[config.mk]
export PLATFORM = sky130hd
export DESIGN_NAME = hps_io_top
export DESIGN_NICKNAME = d
export VERILOG_FILES = /design/src/hps_pkg.sv /design/src/hps_file_loader.sv /design/src/hps_io_top.sv /design/src/hps_user_regs.sv /design/src/hps_word_framer.sv
export SDC_FILE = /design/constraint.sdc
export NUM_CORES = 1
export LEC_CHECK = 0
export ABC_AREA = 1
export BUFFER_PORTS_ARGS = -buffer_cell sky130_fd_sc_hd__buf_2
export CAP_MARGIN = 20
export CELL_PAD_IN_SITES_DETAIL_PLACEMENT = 0
export CELL_PAD_IN_SITES_GLOBAL_PLACEMENT = 1
export CORE_MARGIN = 5
export CORE_UTILIZATION = 39
export DETAILED_ROUTE_END_ITERATION = 10
export PLACE_DENSITY = 0.92
export SYNTH_ARGS = -nofsm -noshare
export SYNTH_HDL_FRONTEND = slang
export SYNTH_SLANG_ARGS = --single-unit
[constraint.sdc]
create_clock -name clk_sys -period 3.1 [get_ports clk_sys]
set_clock_uncertainty 0.2 [all_clocks]
set_input_delay 0.62 -clock clk_sys [delete_from_list [all_inputs] [get_ports clk_sys]]
set_output_delay 0.62 -clock clk_sys [all_outputs]
set_load 0.1 [all_outputs]
[src/hps_pkg.sv]
/*
 * Shared types and constants for the host I/O command block.
 * Holds the bus word types, the user-I/O and file-I/O command codes
 * and the config word field positions. RTL and testbench refer to
 * everything here by scoped name.
 */

`default_nettype none

package hps_pkg;

	////////////////////////////////////////////////////////////////////////////
	// bus and register types

	typedef logic [15:0] hps_word_t;
	// position of a word in its frame, saturates at all ones
	typedef logic [8:0]  word_idx_t;
	typedef logic [15:0] cmd_t;
	typedef logic [31:0] joy_t;
	typedef logic [63:0] status_t;
	typedef logic [15:0] cfg_t;
	typedef logic [26:0] ioctl_addr_t;
	typedef logic [31:0] file_ext_t;
	typedef logic [3:0]  stflg_t;

	////////////////////////////////////////////////////////////////////////////
	// command codes

	// user-I/O channel
	localparam cmd_t CMD_CFG        = 16'h0001;
	localparam cmd_t CMD_JOY0       = 16'h0002;
	localparam cmd_t CMD_JOY1       = 16'h0003;
	localparam cmd_t CMD_STATUS     = 16'h001E;
	localparam cmd_t CMD_STATUS_REQ = 16'h0029;
	localparam cmd_t CMD_MENUMASK   = 16'h002E;

	// file-I/O channel
	localparam cmd_t FIO_FILE_TX     = 16'h0053;
	localparam cmd_t FIO_FILE_TX_DAT = 16'h0054;
	localparam cmd_t FIO_FILE_INDEX  = 16'h0055;
	localparam cmd_t FIO_FILE_INFO   = 16'h0056;

	////////////////////////////////////////////////////////////////////////////
	// other constants

	// marker nibble in the status request answer
	localparam logic [3:0] STATUS_REQ_TAG = 4'hA;
	// start byte of an upload, not supported here
	localparam logic [7:0] TX_UPLOAD_CODE = 8'hAA;

	// config word fields
	localparam int CFG_BUTTONS_LSB      = 0;
	localparam int CFG_SCANDOUBLER_BIT  = 4;
	localparam int CFG_DIRECT_VIDEO_BIT = 10;

endpackage

`default_nettype wire

[src/hps_file_loader.sv]
/*
 * Second pipeline stage for file-I/O frames.
 * Keeps the file index and extension, opens and closes a download
 * and turns each data word into one ioctl_wr pulse with its address.
 * With wide set the data is 16 bits and the address steps by 2,
 * otherwise the data is the low byte and the address steps by 1.
 */

`timescale 1ns/1ps
`default_nettype none

module hps_file_loader #(
	parameter int wide = 0
) (
	input  logic                 clk_sys,
	input  logic                 rst,
	input  logic                 fio_word_valid,
	input  hps_pkg::hps_word_t   word,
	input  hps_pkg::word_idx_t   idx,
	input  hps_pkg::cmd_t        cmd,
	output logic                 ioctl_download,
	output hps_pkg::hps_word_t   ioctl_index,
	output hps_pkg::file_ext_t   ioctl_file_ext,
	output logic                 ioctl_wr,
	output hps_pkg::ioctl_addr_t ioctl_addr,
	output logic [15:0]          ioctl_dout
);

	localparam hps_pkg::ioctl_addr_t step = (wide != 0) ? 27'd2 : 27'd1;

	// address of the next data word
	hps_pkg::ioctl_addr_t next_addr;
	logic [7:0]           start_byte;

	assign start_byte = word[7:0];

	always_ff @(posedge clk_sys) begin
		if (rst) begin
			ioctl_download <= 1'b0;
			ioctl_index    <= '0;
			ioctl_file_ext <= '0;
			ioctl_wr       <= 1'b0;
			ioctl_addr     <= '0;
			ioctl_dout     <= '0;
			next_addr      <= '0;
		end else begin
			ioctl_wr <= 1'b0;

			if (fio_word_valid && idx != '0) begin
				case (cmd)
					hps_pkg::FIO_FILE_INDEX: ioctl_index <= word;
					hps_pkg::FIO_FILE_INFO: begin
						// high half of the extension comes first
						if (idx == 9'd1)
							ioctl_file_ext[31:16] <= word;
						else if (idx == 9'd2)
							ioctl_file_ext[15:0] <= word;
					end
					hps_pkg::FIO_FILE_TX: begin
						case (idx)
							9'd1: begin
								if (start_byte == 8'h00) begin
									ioctl_download <= 1'b0;
								end else if (start_byte != hps_pkg::TX_UPLOAD_CODE) begin
									ioctl_download <= 1'b1;
									next_addr      <= '0;
								end
							end
							9'd2: next_addr[15:0] <= word;
							9'd3: next_addr[26:16] <= word[10:0];
							default: ;
						endcase
					end
					hps_pkg::FIO_FILE_TX_DAT: begin
						if (ioctl_download) begin
							ioctl_wr   <= 1'b1;
							ioctl_addr <= next_addr;
							ioctl_dout <= (wide != 0) ? word : {8'h00, word[7:0]};
							next_addr  <= next_addr + step;
						end
					end
					default: ;
				endcase
			end
		end
	end

endmodule

`default_nettype wire

[src/hps_io_top.sv]
/*
 * Top level of the host I/O command block.
 * The framer feeds the user-I/O register stage and the file download
 * stage side by side. Set wide to 1 for 16 bit downloads.
 */

`timescale 1ns/1ps
`default_nettype none

module hps_io_top #(
	parameter int wide = 0
) (
	input  logic                 clk_sys,
	input  logic                 rst,
	input  logic                 io_strobe,
	input  logic                 io_enable,
	input  logic                 fp_enable,
	input  hps_pkg::hps_word_t   io_din,
	output hps_pkg::hps_word_t   io_dout,

	// user-I/O side
	input  hps_pkg::status_t     status_in,
	input  logic                 status_set,
	input  hps_pkg::hps_word_t   status_menumask,
	output hps_pkg::cfg_t        cfg,
	output hps_pkg::joy_t        joystick_0,
	output hps_pkg::joy_t        joystick_1,
	output hps_pkg::status_t     status,
	output logic [1:0]           buttons,
	output logic                 forced_scandoubler,
	output logic                 direct_video,

	// download side
	output logic                 ioctl_download,
	output hps_pkg::hps_word_t   ioctl_index,
	output hps_pkg::file_ext_t   ioctl_file_ext,
	output logic                 ioctl_wr,
	output hps_pkg::ioctl_addr_t ioctl_addr,
	output logic [15:0]          ioctl_dout
);

	logic               uio_word_valid;
	logic               fio_word_valid;
	hps_pkg::hps_word_t word;
	hps_pkg::word_idx_t idx;
	hps_pkg::cmd_t      cmd;
	logic               uio_frame_end;
	logic               fio_active;
	hps_pkg::hps_word_t uio_dout;

	hps_word_framer u_framer (
		.clk_sys        (clk_sys),
		.rst            (rst),
		.io_strobe      (io_strobe),
		.io_enable      (io_enable),
		.fp_enable      (fp_enable),
		.io_din         (io_din),
		.uio_word_valid (uio_word_valid),
		.fio_word_valid (fio_word_valid),
		.word           (word),
		.idx            (idx),
		.cmd            (cmd),
		.uio_frame_end  (uio_frame_end),
		.fio_active     (fio_active)
	);

	hps_user_regs u_user_regs (
		.clk_sys            (clk_sys),
		.rst                (rst),
		.uio_word_valid     (uio_word_valid),
		.word               (word),
		.idx                (idx),
		.cmd                (cmd),
		.uio_frame_end      (uio_frame_end),
		.status_in          (status_in),
		.status_set         (status_set),
		.status_menumask    (status_menumask),
		.cfg                (cfg),
		.joystick_0         (joystick_0),
		.joystick_1         (joystick_1),
		.status             (status),
		.buttons            (buttons),
		.forced_scandoubler (forced_scandoubler),
		.direct_video       (direct_video),
		.uio_dout           (uio_dout)
	);

	hps_file_loader #(
		.wide (wide)
	) u_file_loader (
		.clk_sys        (clk_sys),
		.rst            (rst),
		.fio_word_valid (fio_word_valid),
		.word           (word),
		.idx            (idx),
		.cmd            (cmd),
		.ioctl_download (ioctl_download),
		.ioctl_index    (ioctl_index),
		.ioctl_file_ext (ioctl_file_ext),
		.ioctl_wr       (ioctl_wr),
		.ioctl_addr     (ioctl_addr),
		.ioctl_dout     (ioctl_dout)
	);

	// the file channel has no readback in this core, it reads as zero
	// until the registered file frame has closed
	assign io_dout = (io_enable && !fio_active) ? uio_dout : '0;

endmodule

`default_nettype wire

[src/hps_user_regs.sv]
/*
 * Second pipeline stage for user-I/O frames.
 * Decodes the command of each frame and writes the config, joystick
 * and status registers from the argument words. Also answers the
 * status request and menu mask readback commands on uio_dout, which
 * is cleared at the end of each frame.
 */

`timescale 1ns/1ps
`default_nettype none

module hps_user_regs (
	input  logic                clk_sys,
	input  logic                rst,
	input  logic                uio_word_valid,
	input  hps_pkg::hps_word_t  word,
	input  hps_pkg::word_idx_t  idx,
	input  hps_pkg::cmd_t       cmd,
	input  logic                uio_frame_end,
	input  hps_pkg::status_t    status_in,
	input  logic                status_set,
	input  hps_pkg::hps_word_t  status_menumask,
	output hps_pkg::cfg_t       cfg,
	output hps_pkg::joy_t       joystick_0,
	output hps_pkg::joy_t       joystick_1,
	output hps_pkg::status_t    status,
	output logic [1:0]          buttons,
	output logic                forced_scandoubler,
	output logic                direct_video,
	output hps_pkg::hps_word_t  uio_dout
);

	logic             status_set_q;
	hps_pkg::stflg_t  stflg;
	hps_pkg::status_t status_req;
	logic [1:0]       quarter;

	// argument words 1 to 4 select a 16 bit quarter, low first
	assign quarter = 2'(idx - 1'b1);

	// config word fields
	assign buttons            = cfg[hps_pkg::CFG_BUTTONS_LSB +: 2];
	assign forced_scandoubler = cfg[hps_pkg::CFG_SCANDOUBLER_BIT];
	assign direct_video       = cfg[hps_pkg::CFG_DIRECT_VIDEO_BIT];

	always_ff @(posedge clk_sys) begin
		if (rst) begin
			cfg          <= '0;
			joystick_0   <= '0;
			joystick_1   <= '0;
			status       <= '0;
			status_req   <= '0;
			stflg        <= '0;
			status_set_q <= 1'b0;
			uio_dout     <= '0;
		end else begin
			////////////////////////////////////////////////////////////////////
			// core side status request

			status_set_q <= status_set;
			if (status_set && !status_set_q) begin
				stflg      <= stflg + 1'b1;
				status_req <= status_in;
			end

			////////////////////////////////////////////////////////////////////
			// host words

			if (uio_frame_end) begin
				uio_dout <= '0;
			end else if (uio_word_valid) begin
				// readback holds only until the next word
				uio_dout <= '0;
				if (idx == '0) begin
					if (word == hps_pkg::CMD_STATUS_REQ)
						uio_dout <= {8'h00, hps_pkg::STATUS_REQ_TAG, stflg};
				end else begin
					case (cmd)
						hps_pkg::CMD_CFG: cfg <= word;
						hps_pkg::CMD_JOY0: begin
							if (idx == 9'd1)
								joystick_0[15:0] <= word;
							else if (idx == 9'd2)
								joystick_0[31:16] <= word;
						end
						hps_pkg::CMD_JOY1: begin
							if (idx == 9'd1)
								joystick_1[15:0] <= word;
							else if (idx == 9'd2)
								joystick_1[31:16] <= word;
						end
						hps_pkg::CMD_STATUS: begin
							if (idx <= 9'd4)
								status[{quarter, 4'b0000} +: 16] <= word;
						end
						hps_pkg::CMD_STATUS_REQ: begin
							if (idx <= 9'd4)
								uio_dout <= status_req[{quarter, 4'b0000} +: 16];
						end
						hps_pkg::CMD_MENUMASK: begin
							if (idx == 9'd1)
								uio_dout <= status_menumask;
						end
						default: ;
					endcase
				end
			end
		end
	end

endmodule

`default_nettype wire

[src/hps_word_framer.sv]
/*
 * First pipeline stage of the host I/O block.
 * Registers every strobed host word, numbers it within its frame and
 * hands it to the user-I/O or file-I/O stage as a one-cycle pulse.
 * The first word of a frame is kept as the frame's command.
 */

`timescale 1ns/1ps
`default_nettype none

module hps_word_framer (
	input  logic               clk_sys,
	input  logic               rst,
	input  logic               io_strobe,
	input  logic               io_enable,
	input  logic               fp_enable,
	input  hps_pkg::hps_word_t io_din,
	output logic               uio_word_valid,
	output logic               fio_word_valid,
	output hps_pkg::hps_word_t word,
	output hps_pkg::word_idx_t idx,
	output hps_pkg::cmd_t      cmd,
	output logic               uio_frame_end,
	output logic               fio_active
);

	logic               io_enable_q;
	logic               fp_enable_q;
	logic               frame_start;
	hps_pkg::word_idx_t word_cnt;
	hps_pkg::word_idx_t word_pos;

	// a word arriving with the enable edge is the command word
	assign frame_start = (io_enable & ~io_enable_q) | (fp_enable & ~fp_enable_q);
	assign word_pos    = frame_start ? '0 : word_cnt;

	always_ff @(posedge clk_sys) begin
		if (rst) begin
			io_enable_q    <= 1'b0;
			fp_enable_q    <= 1'b0;
			fio_active     <= 1'b0;
			uio_frame_end  <= 1'b0;
			uio_word_valid <= 1'b0;
			fio_word_valid <= 1'b0;
			word_cnt       <= '0;
			word           <= '0;
			idx            <= '0;
			cmd            <= '0;
		end else begin
			io_enable_q   <= io_enable;
			fp_enable_q   <= fp_enable;
			fio_active    <= fp_enable;
			uio_frame_end <= io_enable_q & ~io_enable;

			// route by the enable that is high, only one can be
			uio_word_valid <= io_strobe & io_enable;
			fio_word_valid <= io_strobe & fp_enable;

			if (!io_enable && !fp_enable) begin
				word_cnt <= '0;
			end else if (io_strobe) begin
				word <= io_din;
				idx  <= word_pos;
				if (word_pos == '0)
					cmd <= io_din;
				// saturate so long frames keep a stable index
				if (word_pos != '1)
					word_cnt <= word_pos + 1'b1;
			end else if (frame_start) begin
				word_cnt <= '0;
			end
		end
	end

endmodule

`default_nettype wire

* After elaboration in Yosys (flattened, before gate mapping)
Index checks and enable logic that the tools add are counted.
** Cells by class
- Order comparisons :: 1
- Reduce and logical (&&, ||, !) cells :: 32
- Bitwise gates (word level) :: 15
- Mux-type cells :: 19
- Shift operators :: 3
- Eq/ne operators :: 22
- Add/sub/neg operators :: 5
** Operators with widths (count)
- $mux W27 :: 3
- $bwmux W64 :: 1
- $eq A16 B7 Y1 const B :: 4
- $mux W16 :: 4
- $pmux W16 S2 :: 2
- $shift A16 B8 Y64 const A :: 1
- $shiftx A16 B8 Y64 :: 1
- $shiftx A64 B7 Y16 :: 1
- $pmux W27 S2 :: 1
- $eq A16 B6 Y1 const B :: 3
- $eq A16 B2 Y1 const B :: 2
- $add A27 B1 Y27 const B :: 1
- $mux W9 :: 3
- $reduce_and A6 Y1 :: 4
- $pmux W11 S2 :: 1
- $eq A9 B2 Y1 const B :: 2
- $logic_not A9 Y1 :: 2
- $eq A16 B1 Y1 const B :: 1
- $eq A16 B5 Y1 const B :: 1
- $reduce_and A5 Y1 :: 3
- $reduce_and A4 Y1 :: 3
- $add A9 B1 Y9 const B :: 1
- $eq A9 B1 Y1 const B :: 1
- $le A9 B3 Y1 const B :: 1
- 22 further kinds :: 50
** Storage, ports and cells
- Bits in registers :: 396
- Input bits :: 102
- Word-level logic and storage cells :: 125
- Output and inout bits :: 257

* Logic depth before layout (Yosys ltp)
Gate-level depths: netlist (run 1).
- Depth after elaboration :: 7
- Mapped depth :: 16
- Mapped depth without buffers :: 16

* By module
From an unflattened synthesis (run 1), not the netlist that was laid out.
** Second synthesis, totals
- Cell total of the unflattened synthesis :: 2859
- Area total of the unflattened synthesis :: 18853.1 µm²
** By module, submodules not included
- hps_user_regs :: cells each 1667, sequential area each 4584.4 µm², times used 1, area each 10672.7 µm²
- hps_file_loader :: cells each 857, sequential area each 2242.2 µm², times used 1, area each 5754.3 µm²
- hps_word_framer :: cells each 300, sequential area each 1101.1 µm², times used 1, area each 2249.7 µm²
- hps_io_top :: cells each 35, sequential area each 0.0 µm², times used 1, area each 176.4 µm²

* Worst setup path before layout (run 1)
OpenSTA, ideal clock, no wires.
- Path kind :: input to output
- From :: input port io_enable
- To :: output port io_dout[10]
- Arrival :: 2.214 ns
- Path buffers :: 1
- Stages on the path :: 3
- Setup slack :: 0.066 ns
- Data required time :: 2.280 ns
- Cells stage by stage :: nand2_1 > clkbuf_1 > nor2_1
** Between the ends
- Cells in the longest elaborated chain, start to end :: 2
** RTL lines
- start: declaration :: RTL line hps_io_top.sv:16 : input logic io_enable,
- $logic_and A1 B1 Y1 :: RTL line hps_io_top.sv:107 : assign io_dout = (io_enable && !fio_active) ? uio_dout : '0;
- $mux W16 :: RTL line hps_io_top.sv:107
- end: declaration :: RTL line hps_io_top.sv:19 : output hps_pkg::hps_word_t io_dout,
No other way between the ends.

* Worst setup path after layout (run 1)
- From :: register u_framer.idx[0]
- To :: register u_user_regs.status[61]
** Between the ends
- Cells in the longest elaborated chain, start to end :: 4
- Elaborated cells on any way between the ends :: 9
- Classes of those cells :: 2 x add/sub; 1 x order compare; 2 x shift; 1 x mux; 1 x bitwise; 2 x reduce/logical
** RTL lines
- start: declaration :: RTL line hps_word_framer.sv:21 : output hps_pkg::word_idx_t idx,
- start signal: assignment :: RTL line hps_word_framer.sv:63 : idx <= word_pos;
- $sub A2 B1 Y2 :: RTL line hps_user_regs.sv:39 : assign quarter = 2'(idx - 1'b1);
- $neg A6 Y8 :: RTL line hps_user_regs.sv:94 : status[{quarter, 4'b0000} +: 16] <= word;
- $shiftx A16 B8 Y64 or $shift A16 B8 Y64 (tied branches) :: RTL line hps_user_regs.sv:94
- $bwmux W64 :: RTL line hps_user_regs.sv:94
- end signal: indexed assignment :: RTL line hps_user_regs.sv:94
- end: declaration :: RTL line hps_user_regs.sv:26 : output hps_pkg::status_t status,
Parallel ways exist; a longest one is shown, timed or not.
A chain may end at the register's enable or synchronous reset.

==> metrics.md, run 1 <==
| Metric | Value |
|---|---|
| Status | finished, final reports clean |
| Unrepaired setup endpoints after global routing | false |
| Drc violations | 0 |
| Hold path depth | 3 |
| Die area | 49080 um2 |
| Post-DP HPWL | 43690 um |
| Arr. time, crit path | 2.98 ns |
| I/O Buffers | 350 |
| Clock share of power | 46.0% |
| Row count | 77 |
| Worst hold path endpoint | u_user_regs.status_req[48]$_SDFFE_PP0P_ |
| Net switching power | 2.901 mW |
| Nets | 2927 |
| Slew Viols, Final | 0 |
| Layout cells sized above 1 | 18.18% |
| FILL cells | 4457 |
| 1st-pass router iterations | 7 |
| Via/cell ratio | 5.182 |
| First-pass GRT wire length | 94520 um |
| Tcrit/Tclk final | 88.66% |
| Sw Share | 25.05% |
| Initial Util | 39.46% |
| H-Tree Depth | 2 |
| Root buf cell | clkbuf_16 |
| Critical Path Fanout Max | 19 |
| Cell with the most instances after synthesis | nor2_1 |
| Setup violators final | 0 |
| Initial antenna violation count | 7 |
| Setup TNS | 0 ns |
| Wirelength per Cell | 17.86 um |
| DRT antenna net count | 0 |
| Post-synthesis sequential area ratio | 45.43% |
| Total clock sinks | 396 |
| Cell Area, Placed | 19820 um2 |
| Total gr overflow | 0 |
| Largest area contributor in the netlist | dfxtp_1 |
| Fin crit period | 2.748 ns |
| WL final | 61510 um |
| CP Capture Type | register |
| Slew margin rel. | 48.69% |
| Ys async rst share | 0% |
| Endpoints failing hold | 0 |
| CTS tree | yes |
| Max-cap violations | 0 |
| Synth warnings | 0 |
| Main flop type after synthesis | dfxtp_1 |
| Via count | 17840 |
| Setup slack, reg-to-reg | 0.35 ns |
| FF-to-FF Start | u_framer.idx[0]$_SDFFE_PP0P_ |
| Setup CP Type | register to register |
| Post-synth EDFFs | 0 |
| Nature of the critical path startpoint | register |
| Vias in the first global route | 16570 |
| Flop pwr share | 45.5% |
| Hold-fix buffers at CTS | 0 |
| Worst EP required | 3.33 ns |
| CTS Buffer Depth | 3 |
| Lkg Pwr | 9.546 nW |
| Worst Tran Pin Value | 0.7671 ns |
| Post-Syn Area | 17450 um2 |
| Post-layout instance area | 21310 um2 |
| Die X | 221.5 um |
| Flops & latches, synth | 396 |
| R2R cell count | 7 |
| Syn Inst Count | 2511 |
| Final Wtd Congestion | 0.9476 |
| Core Area | 44220 um2 |
| I/O pin total | 359 |
| Synth area leaders | dfxtp_1, nor2_1, nand2_1, o21ai_0, a21oi_1 |
| Hold Path Class | primary input to register |
| HP Start | status_in[48] |
| Iteration-0 DRC Markers | 1495 |
| VDD IR max | 0.3897 mV |
| Clock Latency Late Sink | 0.56 ns |
| Combinational power share | 8.5% |
| Clk slew on worst S/H paths | 0.06 ns |
| Total GRT Usage | 23.80% |
| Area delta synth->final | 22.10% |
| Fmax | 363.8 MHz |
| PwrDens | 543.4 nW/um2 |
| P_int | 8.678 mW |
| CTS Buf Count | 44 |
| Floorplan die height | 221.5 um |
| Post-CTS Setup Bufs | 0 |
| Avg Cell Area, Syn | 6.950 um2 |
| Count of cell types in the netlist | 41 |
| Worst R2R End | u_user_regs.status[61]$_SDFFE_PP0P_ |
| Largest net degree at the start of global routing | 85 |
| # resized after CTS | 0 |
| Top cells by count, synth | nor2_1, nand2_1, dfxtp_1 |
| Share of the synthesized area in the top cell type | 45.43% |
==> registers in the layout, summed over array words and instances, names as in the netlist, 4 cells and up <==
| signal | cells |
|---|---|
| u_framer.word_cnt | 9 |
| u_user_regs.status_req | 64 |
| u_file_loader.ioctl_index | 16 |
| u_user_regs.stflg | 4 |
| u_user_regs.cfg | 16 |
| u_file_loader.ioctl_file_ext | 32 |
| u_framer.word | 16 |
| u_framer.idx | 9 |
| u_user_regs.joystick_1 | 32 |
| u_user_regs.status | 64 |
| u_file_loader.ioctl_addr | 27 |
| u_user_regs.joystick_0 | 32 |
| u_framer.cmd | 16 |
| u_file_loader.ioctl_dout | 8 |
| u_file_loader.next_addr | 27 |
| u_user_regs.uio_dout | 16 |
==> through the flow <==
stage	utilization (%)	hold slack (ns)	total power, mW	setup slack (ns)	instances
global route	48.18	0.07701	11.99	0.1246	3443
global placement	44.82	0.2342	6.336	0.1044	3361
detailed placement	44.82	0.2367	6.346	0.1164	3361
finish	48.18	0.07724	11.58	0.3516	3443
floorplan	-	0.2145	5.961	0.06562	2518
CTS	48.14	0.05184	11.65	0.3784	3436
==> cell type report <==
cell class	count	area, um2	area share [%]
clock inverters	14	181.4	0.8515
clock buffers	61	1286	6.037
multi-input cells	1701	7873	36.95
inverters	256	965.9	4.533
well taps	592	740.7	3.476
flip-flops and latches	396	7928	37.21
repair buffers	416	2315	10.86
diodes	7	17.52	0.08221
==> routing by layer <==
metal / vias up / global-route usage [%] / wire (um)
met5: - / 0 / 0
met4: 0 / 9.565 / 2472
met3: 129 / 4.885 / 4545
met2: 697 / 40.42 / 29480
met1: 8258 / 29.70 / 25010
li1: 8759 / - / -
==> layout by cell type, fill, tap and decap left out, types with 3 or more instances in the layout <==
cell type   count
nor2_1        450
nand2_1       413
dfxtp_1       396
buf_2         348
inv_1         241
o21ai_0       205
a21oi_1       193
nand3_1       163
o21ai_1        64
buf_4          63
nor3_1         53
clkbuf_16      45
a211oi_1       32
o211ai_1       23
nor4_1         23
nand4_1        13
ha_1           10
clkbuf_8       10
inv_2           9
xor2_1          9
conb_1          8
diode_2         7
nor2_2          6
o22ai_1         6
clkinv_2        6
clkbuf_1        6
clkinv_1        5
buf_12          5
nand3_2         4
bufinv_16       4
and3_1          3
nor3_4          3
nor3_2          3
a31oi_1         3
clkinvlp_4      3
==> critical path, stage by stage (launching register included) <==
cell	delay (ns)
dfxtp_1	0.47
inv_2	0.08
ha_1	0.32
clkinv_1	0.47
nand2_1	0.72
nor2_1	0.10
o21ai_1	0.18
nor2_1	0.06
==> worst max-delay path by stage <==
stage                                       from                                   to  slack (ns)
floorplan                              io_enable                          io_dout[10]        0.07
global placement                       io_enable    u_framer.word_cnt[7]$_SDFFE_PP0P_        0.10
detailed placement                     io_enable    u_framer.word_cnt[5]$_SDFFE_PP0P_        0.12
CTS                 u_framer.idx[0]$_SDFFE_PP0P_  u_user_regs.status[61]$_SDFFE_PP0P_        0.38
global route        u_framer.idx[0]$_SDFFE_PP0P_  u_user_regs.status[63]$_SDFFE_PP0P_        0.12
finish              u_framer.idx[0]$_SDFFE_PP0P_  u_user_regs.status[61]$_SDFFE_PP0P_        0.35
==> cells by family (layout without fill, tap and decap cells) <==
family                     count (synthesis)  count (layout)  synth area share, %
adders and majority gates                 10              10               0.7170
other                                      1              15              0.02149
and+or+nand+nor                         1144            1144                27.58
buffers and inverters                    421             747                9.672
AOI/OAI and AO/OA                        529             529                16.08
DFF                                      396             396                45.43
xor gates and xnor gates                  10              10               0.5019
==> power groups by stage <==
stage / Sequential [mW] / Combinational [mW] / Clock [mW]
detailed placement: 5.38 / 0.967 / 0
CTS: 5.27 / 0.970 / 5.41
global route: 5.28 / 1.07 / 5.64
global placement: 5.38 / 0.960 / 0
floorplan: 5.36 / 0.602 / 0
finish: 5.27 / 0.980 / 5.33
(Power assumes the default switching activity.)
==> inputs of run 2 (changes only) <==
- ABC_AREA: 1 -> default
- CORE_UTILIZATION: 39 -> 40
- PLACE_DENSITY: 0.92 -> 0.91
==> run 2 against run 1 <==
Cell count fell by 17%. Die area is 7.1% lower. Combinational power decreased by 31%. Register-to-register slack worse by 0.13 ns. Critical path depth unchanged. Final area decreased by 2.9%. Global-route usage is 0.054 points higher. Clock-buffer cell count is 1 higher. Sequential share of layout area increased by 1.1 points. Largest cell class unchanged. Largest power group is now registers. Highest routed layer is now met5.
==> metrics.md, run 2 <==
| Metric | Value |
|---|---|
| Status | finished, final reports clean |
| Iteration-0 DRC Markers | 1501 (+0.40%) |
| Setup violators final | 0 (unchanged) |
| M1 WL | 23430 um (-6.3%) |
| Hold-fix buffers at CTS | 0 (unchanged) |
| Floorplan die height | 213.5 um (-3.6%) |
| Fin crit period | 2.883 ns (+0.1342 ns) |
| FF-to-FF Start | u_framer.idx[0]$_SDFFE_PP0P_ |
| Clk slew on worst S/H paths | 0.06 ns (about the same) |
| R2R cell count | 7 (unchanged) |
| Met2 wire length | 27110 um (-8.0%) |
| Post-Syn Area | 16570 um2 (-5.0%) |
| I/O pin total | 359 (unchanged) |
| Synth warnings | 0 (unchanged) |
| Largest area contributor in the netlist | dfxtp_1 |
| Die area | 45600 um2 (-7.1%) |
| Root buf cell | clkbuf_16 |
| Worst EP required | 3.36 ns (+0.03 ns) |
| Die X | 213.5 um (-3.6%) |
| Main flop type after synthesis | dfxtp_1 |
| Synth area leaders | dfxtp_1, nand2_1, a21oi_1, mux2i_1, nand3_1 |
| Setup TNS | 0 ns (unchanged) |
| Count of cell types in the netlist | 63 (+54%) |
| Row count | 74 (-3.9%) |
| Met3 WL post-DR | 3841 um (-15%) |
| HP Start | io_din[13] |
| Total clock sinks | 396 (unchanged) |
| Critical Path Fanout Max | 23 (+4) |
| Unrepaired setup endpoints after global routing | false |
| Layout cells sized above 1 | 23.71% (+5.5 points) |
| Top layer in use | met5 |
| First-pass GRT wire length | 86160 um (-8.8%) |
| Worst R2R End | u_user_regs.joystick_0[16]$_SDFFE_PP0P_ |
| CP bufs+invs | 2 (unchanged) |
| Worst Tran Pin Value | 1.114 ns (+0.3464 ns) |
| PwrDens | 524.8 nW/um2 (-3.4%) |
| 1st-pass router iterations | 6 (-1) |
| Post-synthesis sequential area ratio | 47.84% (+2.4 points) |
| VDD IR max | 0.3469 mV (-11%) |
| Hold path depth | 3 (unchanged) |
| H-Tree Depth | 2 (unchanged) |
| Worst hold path endpoint | u_framer.word[13]$_SDFFE_PP0P_ |
| Fmax | 346.9 MHz (-4.7%) |
| Clock Latency Late Sink | 0.58 ns (+0.02 ns) |
| Drc violations | 0 (unchanged) |
| I/O Buffers | 350 (unchanged) |
| Post-synth EDFFs | 0 (unchanged) |
| Setup slack, reg-to-reg | 0.22 ns (-0.13 ns) |
| Hold Path Class | primary input to register |
| Nets | 2396 (-18%) |
| Lkg Pwr | 8.152 nW (-15%) |
| Share of the synthesized area in the top cell type | 47.84% (+2.4 points) |
| Top Registers | u_user_regs.status (64), u_user_regs.status_req (64) |
| Largest net degree at the start of global routing | 101 (+19%) |
| Fin cells | 2856 (-17%) |
| Initial Util | 40.49% (+1.0 points) |
| Top cells by count, synth | nand2_1, dfxtp_1, a21oi_1 |
| Endpoints failing hold | 0 (unchanged) |
| Delay of the slowest critical-path stage | 0.89 ns (+0.17 ns) |
| DRT antenna net count | 0 (unchanged) |
| Avg Cell Area, Syn | 8.391 um2 (+21%) |
| Commonest non-fill, non-tap cell in the layout | nand2_1 |
| Post-DP HPWL | 38910 um (-11%) |
| Worst path slowest cell | nor3_4 |
| Total GRT Usage | 23.85% (+0.054 points) |
| Setup CP Type | register to register |
| WL final | 56610 um (-8.0%) |
| Via/cell ratio | 5.470 (+5.6%) |
| CTS Buf Count | 42 (-4.5%) |
| Wirelength per Cell | 19.82 um (+11%) |
| Most frequent cells in the layout | nand2_1, dfxtp_1, buf_2 |
| Tot Pwr | 10.86 mW (-6.2%) |
| Via count | 15620 (-12%) |
| Core Area | 40920 um2 (-7.5%) |
| Nature of the critical path startpoint | register |
| CP Cell Sequence | buf_4 -> ha_1 -> inv_1 -> nand4_1 -> nor3_4 -> mux2i_1 -> nor2_1 |
| Worst setup margin | 0.2174 ns (-0.1342 ns) |
| Initial antenna violation count | 12 (+5) |
| Max-cap violations | 0 (unchanged) |
| Area delta synth->final | 24.89% |
| Vias in the first global route | 14890 (-10%) |
| Cell with the most instances after synthesis | nand2_1 |
| Flops & latches, synth | 396 (unchanged) |
| Placed cell count | 2771 (-18%) |
| Pre-CTS setup slack | 0.03391 ns (-0.08250 ns) |
| Ys async rst share | 0% (unchanged) |
| CTS tree | yes |
| CP Capture Type | register |
| Syn Inst Count | 1975 (-21%) |
| Tcrit/Tclk final | 92.99% (+4.3 points) |
| Final Wtd Congestion | 0.8920 (-5.9%) |
| Slew Viols, Final | 0 (unchanged) |
| Total gr overflow | 0 (unchanged) |
| Slew margin rel. | 25.53% (-23 points) |
| Family with the most delay on the worst path | simple AND/OR/NAND/NOR gates |
| CTS Buffer Depth | 3 (unchanged) |
| Arr. time, crit path | 3.14 ns (+0.16 ns) |
## run 2: logic make-up after synthesis
family          after synthesis  share of synthesized area [%]
simple gates                861                          23.92
flops                       396                          47.84
compound gates              383                          13.78
buf+inv                     199                          4.998
mux                         114                          8.109
xor+xnor                     11                         0.5813
fa+ha+maj                    10                         0.7550
other cells                   1                        0.02263
## run 2: worst reg2reg max path: stages, from the launching register on
cell and delay, ns:
dfxtp_1 0.30, buf_4 0.24, ha_1 0.31, inv_1 0.20
nand4_1 0.26, nor3_4 0.89, mux2i_1 0.32, nor2_1 0.05
## run 2: layer usage
layer	GRT usage, %	up-vias
li1	-	7474
met3	3.980	138
met5	0	-
met1	31.52	7396
met4	10.04	4
met2	38.96	611
## run 2: cell type report
type,count,area [um2]
well taps,532,665.6
diodes,9,22.52
clock inverters,13,113.9
clock buffers,62,1256
inverters,22,82.58
fillers,3924,20230
repair buffers,435,2706
multi-input cells,1387,7923
flip-flops and latches,396,7928
## run 2: worst max path at each step
stage	start	endpoint	slack, ns	cells after the start
finish	u_framer.idx[0]$_SDFFE_PP0P_	u_user_regs.joystick_0[16]$_SDFFE_PP0P_	0.22	7
global route	u_framer.idx[0]$_SDFFE_PP0P_	u_user_regs.joystick_0[16]$_SDFFE_PP0P_	0.03	7
CTS	u_framer.idx[1]$_SDFFE_PP0P_	u_user_regs.status[57]$_SDFFE_PP0P_	0.16	8
detailed placement	fp_enable	u_framer.word_cnt[7]$_SDFFE_PP0P_	0.03	14
global placement	fp_enable	u_framer.word_cnt[7]$_SDFFE_PP0P_	0.002	14
floorplan	fp_enable	u_framer.word_cnt[7]$_SDFFE_PP0P_	0.19	12
## run 2: report_power, final
part	total, mW	internal [mW]	switching [mW]
Clock	4.96	2.83	2.13
Sequential	5.23	5.17	0.0578
Combinational	0.678	0.211	0.467
Total	10.9	8.21	2.65
## run 2: what timing repair did
item | CTS | global route
endpoints found under the setup margin | 0 | 2
buffers inserted | 0 | 0
gates resized for setup | 0 | 0
## run 2: metrics by stage
stage	hold WS (ns)	util, %	cell area, um2
after floorplan	0.2167	-	16600
after global placement	0.2281	47.14	19290
final	0.08673	50.57	20700
after CTS	0.05260	50.49	20660
after global routing	0.07025	50.57	20700
after detailed placement	0.2396	47.14	19290
==> inputs of run 3 (changes only) <==
- ABC_AREA: default -> 1
- CORE_UTILIZATION: 40 -> 30
- PLACE_DENSITY: 0.91 -> 0.76
==> run 3 against run 2 <==
Worst setup slack gained 0.0094 ns. Sequential cell count did not move. Final area is 4.4% higher. Cell count grew 27%. Wire length grew 17%. Sequential power hardly changed. Core utilization shrank 13 points. Sequential share of layout area decreased by 1.6 points. Critical endpoint is now io_dout[6].
==> metrics.md, run 3 (same netlist as run 1, synthesis figures left out) <==
| Metric | Value |
|---|---|
| Floorplan die height | 251.2 um (+18%) |
| Worst R2R End | u_framer.word_cnt[4]$_SDFFE_PP0P_ |
| Final Util | 37.44% (-13 points) |
| Setup violators final | 0 (unchanged) |
| Total clock sinks | 396 (unchanged) |
| Max-cap violations | 0 (unchanged) |
| Vias in the first global route | 16560 (+11%) |
| Status | finished, final reports clean |
| Via count | 17650 (+13%) |
| Final Wtd Congestion | 0.9524 (+6.8%) |
| Tcrit/Tclk final | 92.68% (-0.30 points) |
| Worst Tran Pin Value | 0.8698 ns (-0.2437 ns) |
| CTS Buf Count | 45 (+7.1%) |
| Fin crit period | 2.873 ns (-0.009408 ns) |
| Worst EP required | 2.28 ns (-1.08 ns) |
| CTS tree | yes |
| Nature of the critical path startpoint | register |
| Multi-input gate area | 7875 um2 (-0.60%) |
| Commonest non-fill, non-tap cell in the layout | nor2_1 |
| Worst path slowest cell | buf_2 |
| Row count | 88 (+19%) |
| Die X | 251.2 um (+18%) |
| Root buf cell | clkbuf_16 |
| Nets | 2925 (+22%) |
| Via/cell ratio | 4.881 (-11%) |
| Arr. time, crit path | 2.05 ns (-1.09 ns) |
| Post-layout instance area | 21600 um2 (+4.4%) |
| Fmax | 348.0 MHz (+0.33%) |
| Slew Viols, Final | 0 (unchanged) |
| Slew margin rel. | 41.85% (+16 points) |
| Family with the most delay on the worst path | simple AND/OR/NAND/NOR gates |
| Hold path depth | 2 (-1) |
| Setup TNS | 0 ns (unchanged) |
| DRT antenna net count | 0 (unchanged) |
| FILL cells | 6162 (+57%) |
| Post-DP HPWL | 47810 um (+23%) |
| Iteration-0 DRC Markers | 1400 (-6.7%) |
| CP Cell Sequence | inv_1 -> nand2_1 -> nor2_1 -> buf_2 |
| Most frequent cells in the layout | nor2_1, nand2_1, dfxtp_1 |
| Tot Pwr | 11.72 mW (+7.9%) |
| HP Start | io_enable |
| Layout cells sized above 1 | 18.00% (-5.7 points) |
| Unrepaired setup endpoints after global routing | false |
| Setup CP Type | register to output pin |
| I/O pin total | 359 (unchanged) |
| Clock Latency Late Sink | 0.57 ns (about the same) |
| Placed cell count | 3531 (+27%) |
| H-Tree Depth | 2 (unchanged) |
| PwrDens | 542.7 nW/um2 (+3.4%) |
| WL final | 66400 um (+17%) |
| VDD IR max | 0.2975 mV (-14%) |
| Delay of the slowest critical-path stage | 0.46 ns (-0.43 ns) |
| Fin cells | 3615 (+27%) |
| Top Registers | u_user_regs.status (64), u_user_regs.status_req (64) |
| CTS Buffer Depth | 3 (unchanged) |
| R2R cell count | 16 (+9) |
| Drc violations | 0 (unchanged) |
| Hold-fix buffers at CTS | 0 (unchanged) |
| 1st-pass router iterations | 5 (-1) |
| FF-to-FF Start | u_framer.io_enable_q$_SDFF_PP0_ |
| Area delta synth->final | 23.78% |
| Largest net degree at the start of global routing | 70 (-31%) |
| FF+latch area | 7928 um2 (unchanged) |
| Clk slew on worst S/H paths | 0.06 ns (about the same) |
| CP bufs+invs | 2 (unchanged) |
| Wirelength per Cell | 18.37 um (-7.3%) |
| Die area | 63090 um2 (+38%) |
| Hold Path Class | primary input to register |
| CP Capture Type | output pin |
| Endpoints failing hold | 0 (unchanged) |
| Setup slack, reg-to-reg | 0.42 ns (+0.20 ns) |
| Initial antenna violation count | 6 (-6) |
| Initial Util | 30.25% (-10 points) |
| Total GRT Usage | 19.99% (-3.9 points) |
| Worst hold path endpoint | u_framer.uio_frame_end$_SDFF_PP0_ |
| Total gr overflow | 0 (unchanged) |
| I/O Buffers | 350 (unchanged) |
| Core Area | 57700 um2 (+41%) |
| Lkg Pwr | 9.540 nW (+17%) |
| First-pass GRT wire length | 99340 um (+15%) |
| Critical Path Fanout Max | 16 (-30%) |
| Cell Area, Placed | 20090 um2 (+4.1%) |
==> run 3: cell count changes in the layout (fill, tap and decap cells not counted), moves of 23 or more <==
| cell | delta |
|---|---|
| nor2_1 | +323 |
| nand3_1 | +61 |
| a21oi_1 | -59 |
| o211ai_1 | +23 |
| inv_1 | +219 |
| mux2i_1 | -96 |
| a211oi_1 | +25 |
| o21ai_0 | +187 |
| and2_1 | -25 |
| o21ai_1 | +63 |
| nor3_1 | +29 |
| nand2_1 | -34 |
==> run 3: how the worst max path moves through the flow <==
stage	slack [ns]	from	end	depth (start not counted)
finish	0.23	u_framer.fio_active$_SDFF_PP0_	io_dout[6]	4
global route	0.09	u_framer.fio_active$_SDFF_PP0_	io_dout[0]	4
CTS	0.17	u_framer.fio_active$_SDFF_PP0_	io_dout[6]	4
detailed placement	0.02	io_enable	u_framer.word_cnt[4]$_SDFFE_PP0P_	16
global placement	0.05	fp_enable	u_framer.word_cnt[7]$_SDFFE_PP0P_	16
floorplan	0.07	io_enable	io_dout[10]	3
==> run 3: timing repair <==
item	in CTS	in global routing
endpoints found under the setup margin	0	1
gates resized for setup	0	1
setup buffers	0	0
==> run 3: area by class of cell <==
type,instances,area share [%]
Antenna cell,5,0.05792
Clock buffer,64,5.821
Clock inverter,15,1.089
Inverter,256,4.472
Multi-Input combinational cell,1701,36.46
Sequential cell,396,36.70
Tap cell,765,4.431
Timing Repair Buffer,413,10.97
==> run 3: layer usage <==
metal  track usage (%)  share of wire (%)  vias up  routed length [um]
met5                 0              0.020        -                  13
met4             7.734                3.4        2                2290
met3             4.097                7.0      122                4674
met2             33.46                 47      585               31350
met1             25.44                 42     8187               28080
li1                  -                  -     8749                   -
==> run 3: worst reg2reg max path, stage by stage (launching register included) <==
cell and delay (ns):
dfxtp_1 0.30, inv_1 0.07, nand2_1 0.06, nand2_1 0.16, nor2_1 0.11, ha_1 0.19, inv_1 0.07, nor2_1 0.05
and3_1 0.19, ha_1 0.22, nor2_2 0.19, inv_1 0.10, nor2_1 0.19, inv_1 0.09, nor2_1 0.15, nand3_1 0.07
nor3b_1 0.14
==> run 3: through the flow <==
stage                     setup slack (ns)  hold WS [ns]
final                               0.2268       0.07408
after global routing               0.09413       0.07211
after global placement             0.04629        0.2344
after floorplan                    0.06562        0.2145
after detailed placement           0.01871        0.2356
after CTS                           0.1677       0.04262
==> run 3: power breakdown <==
| group | internal [mW] | switching [mW] | total (mW) |
|---|---|---|---|
| logic | 0.257 | 0.747 | 1.00 |
| clock network | 3.31 | 2.14 | 5.46 |
| registers | 5.20 | 0.0632 | 5.26 |
| total | 8.77 | 2.95 | 11.7 |
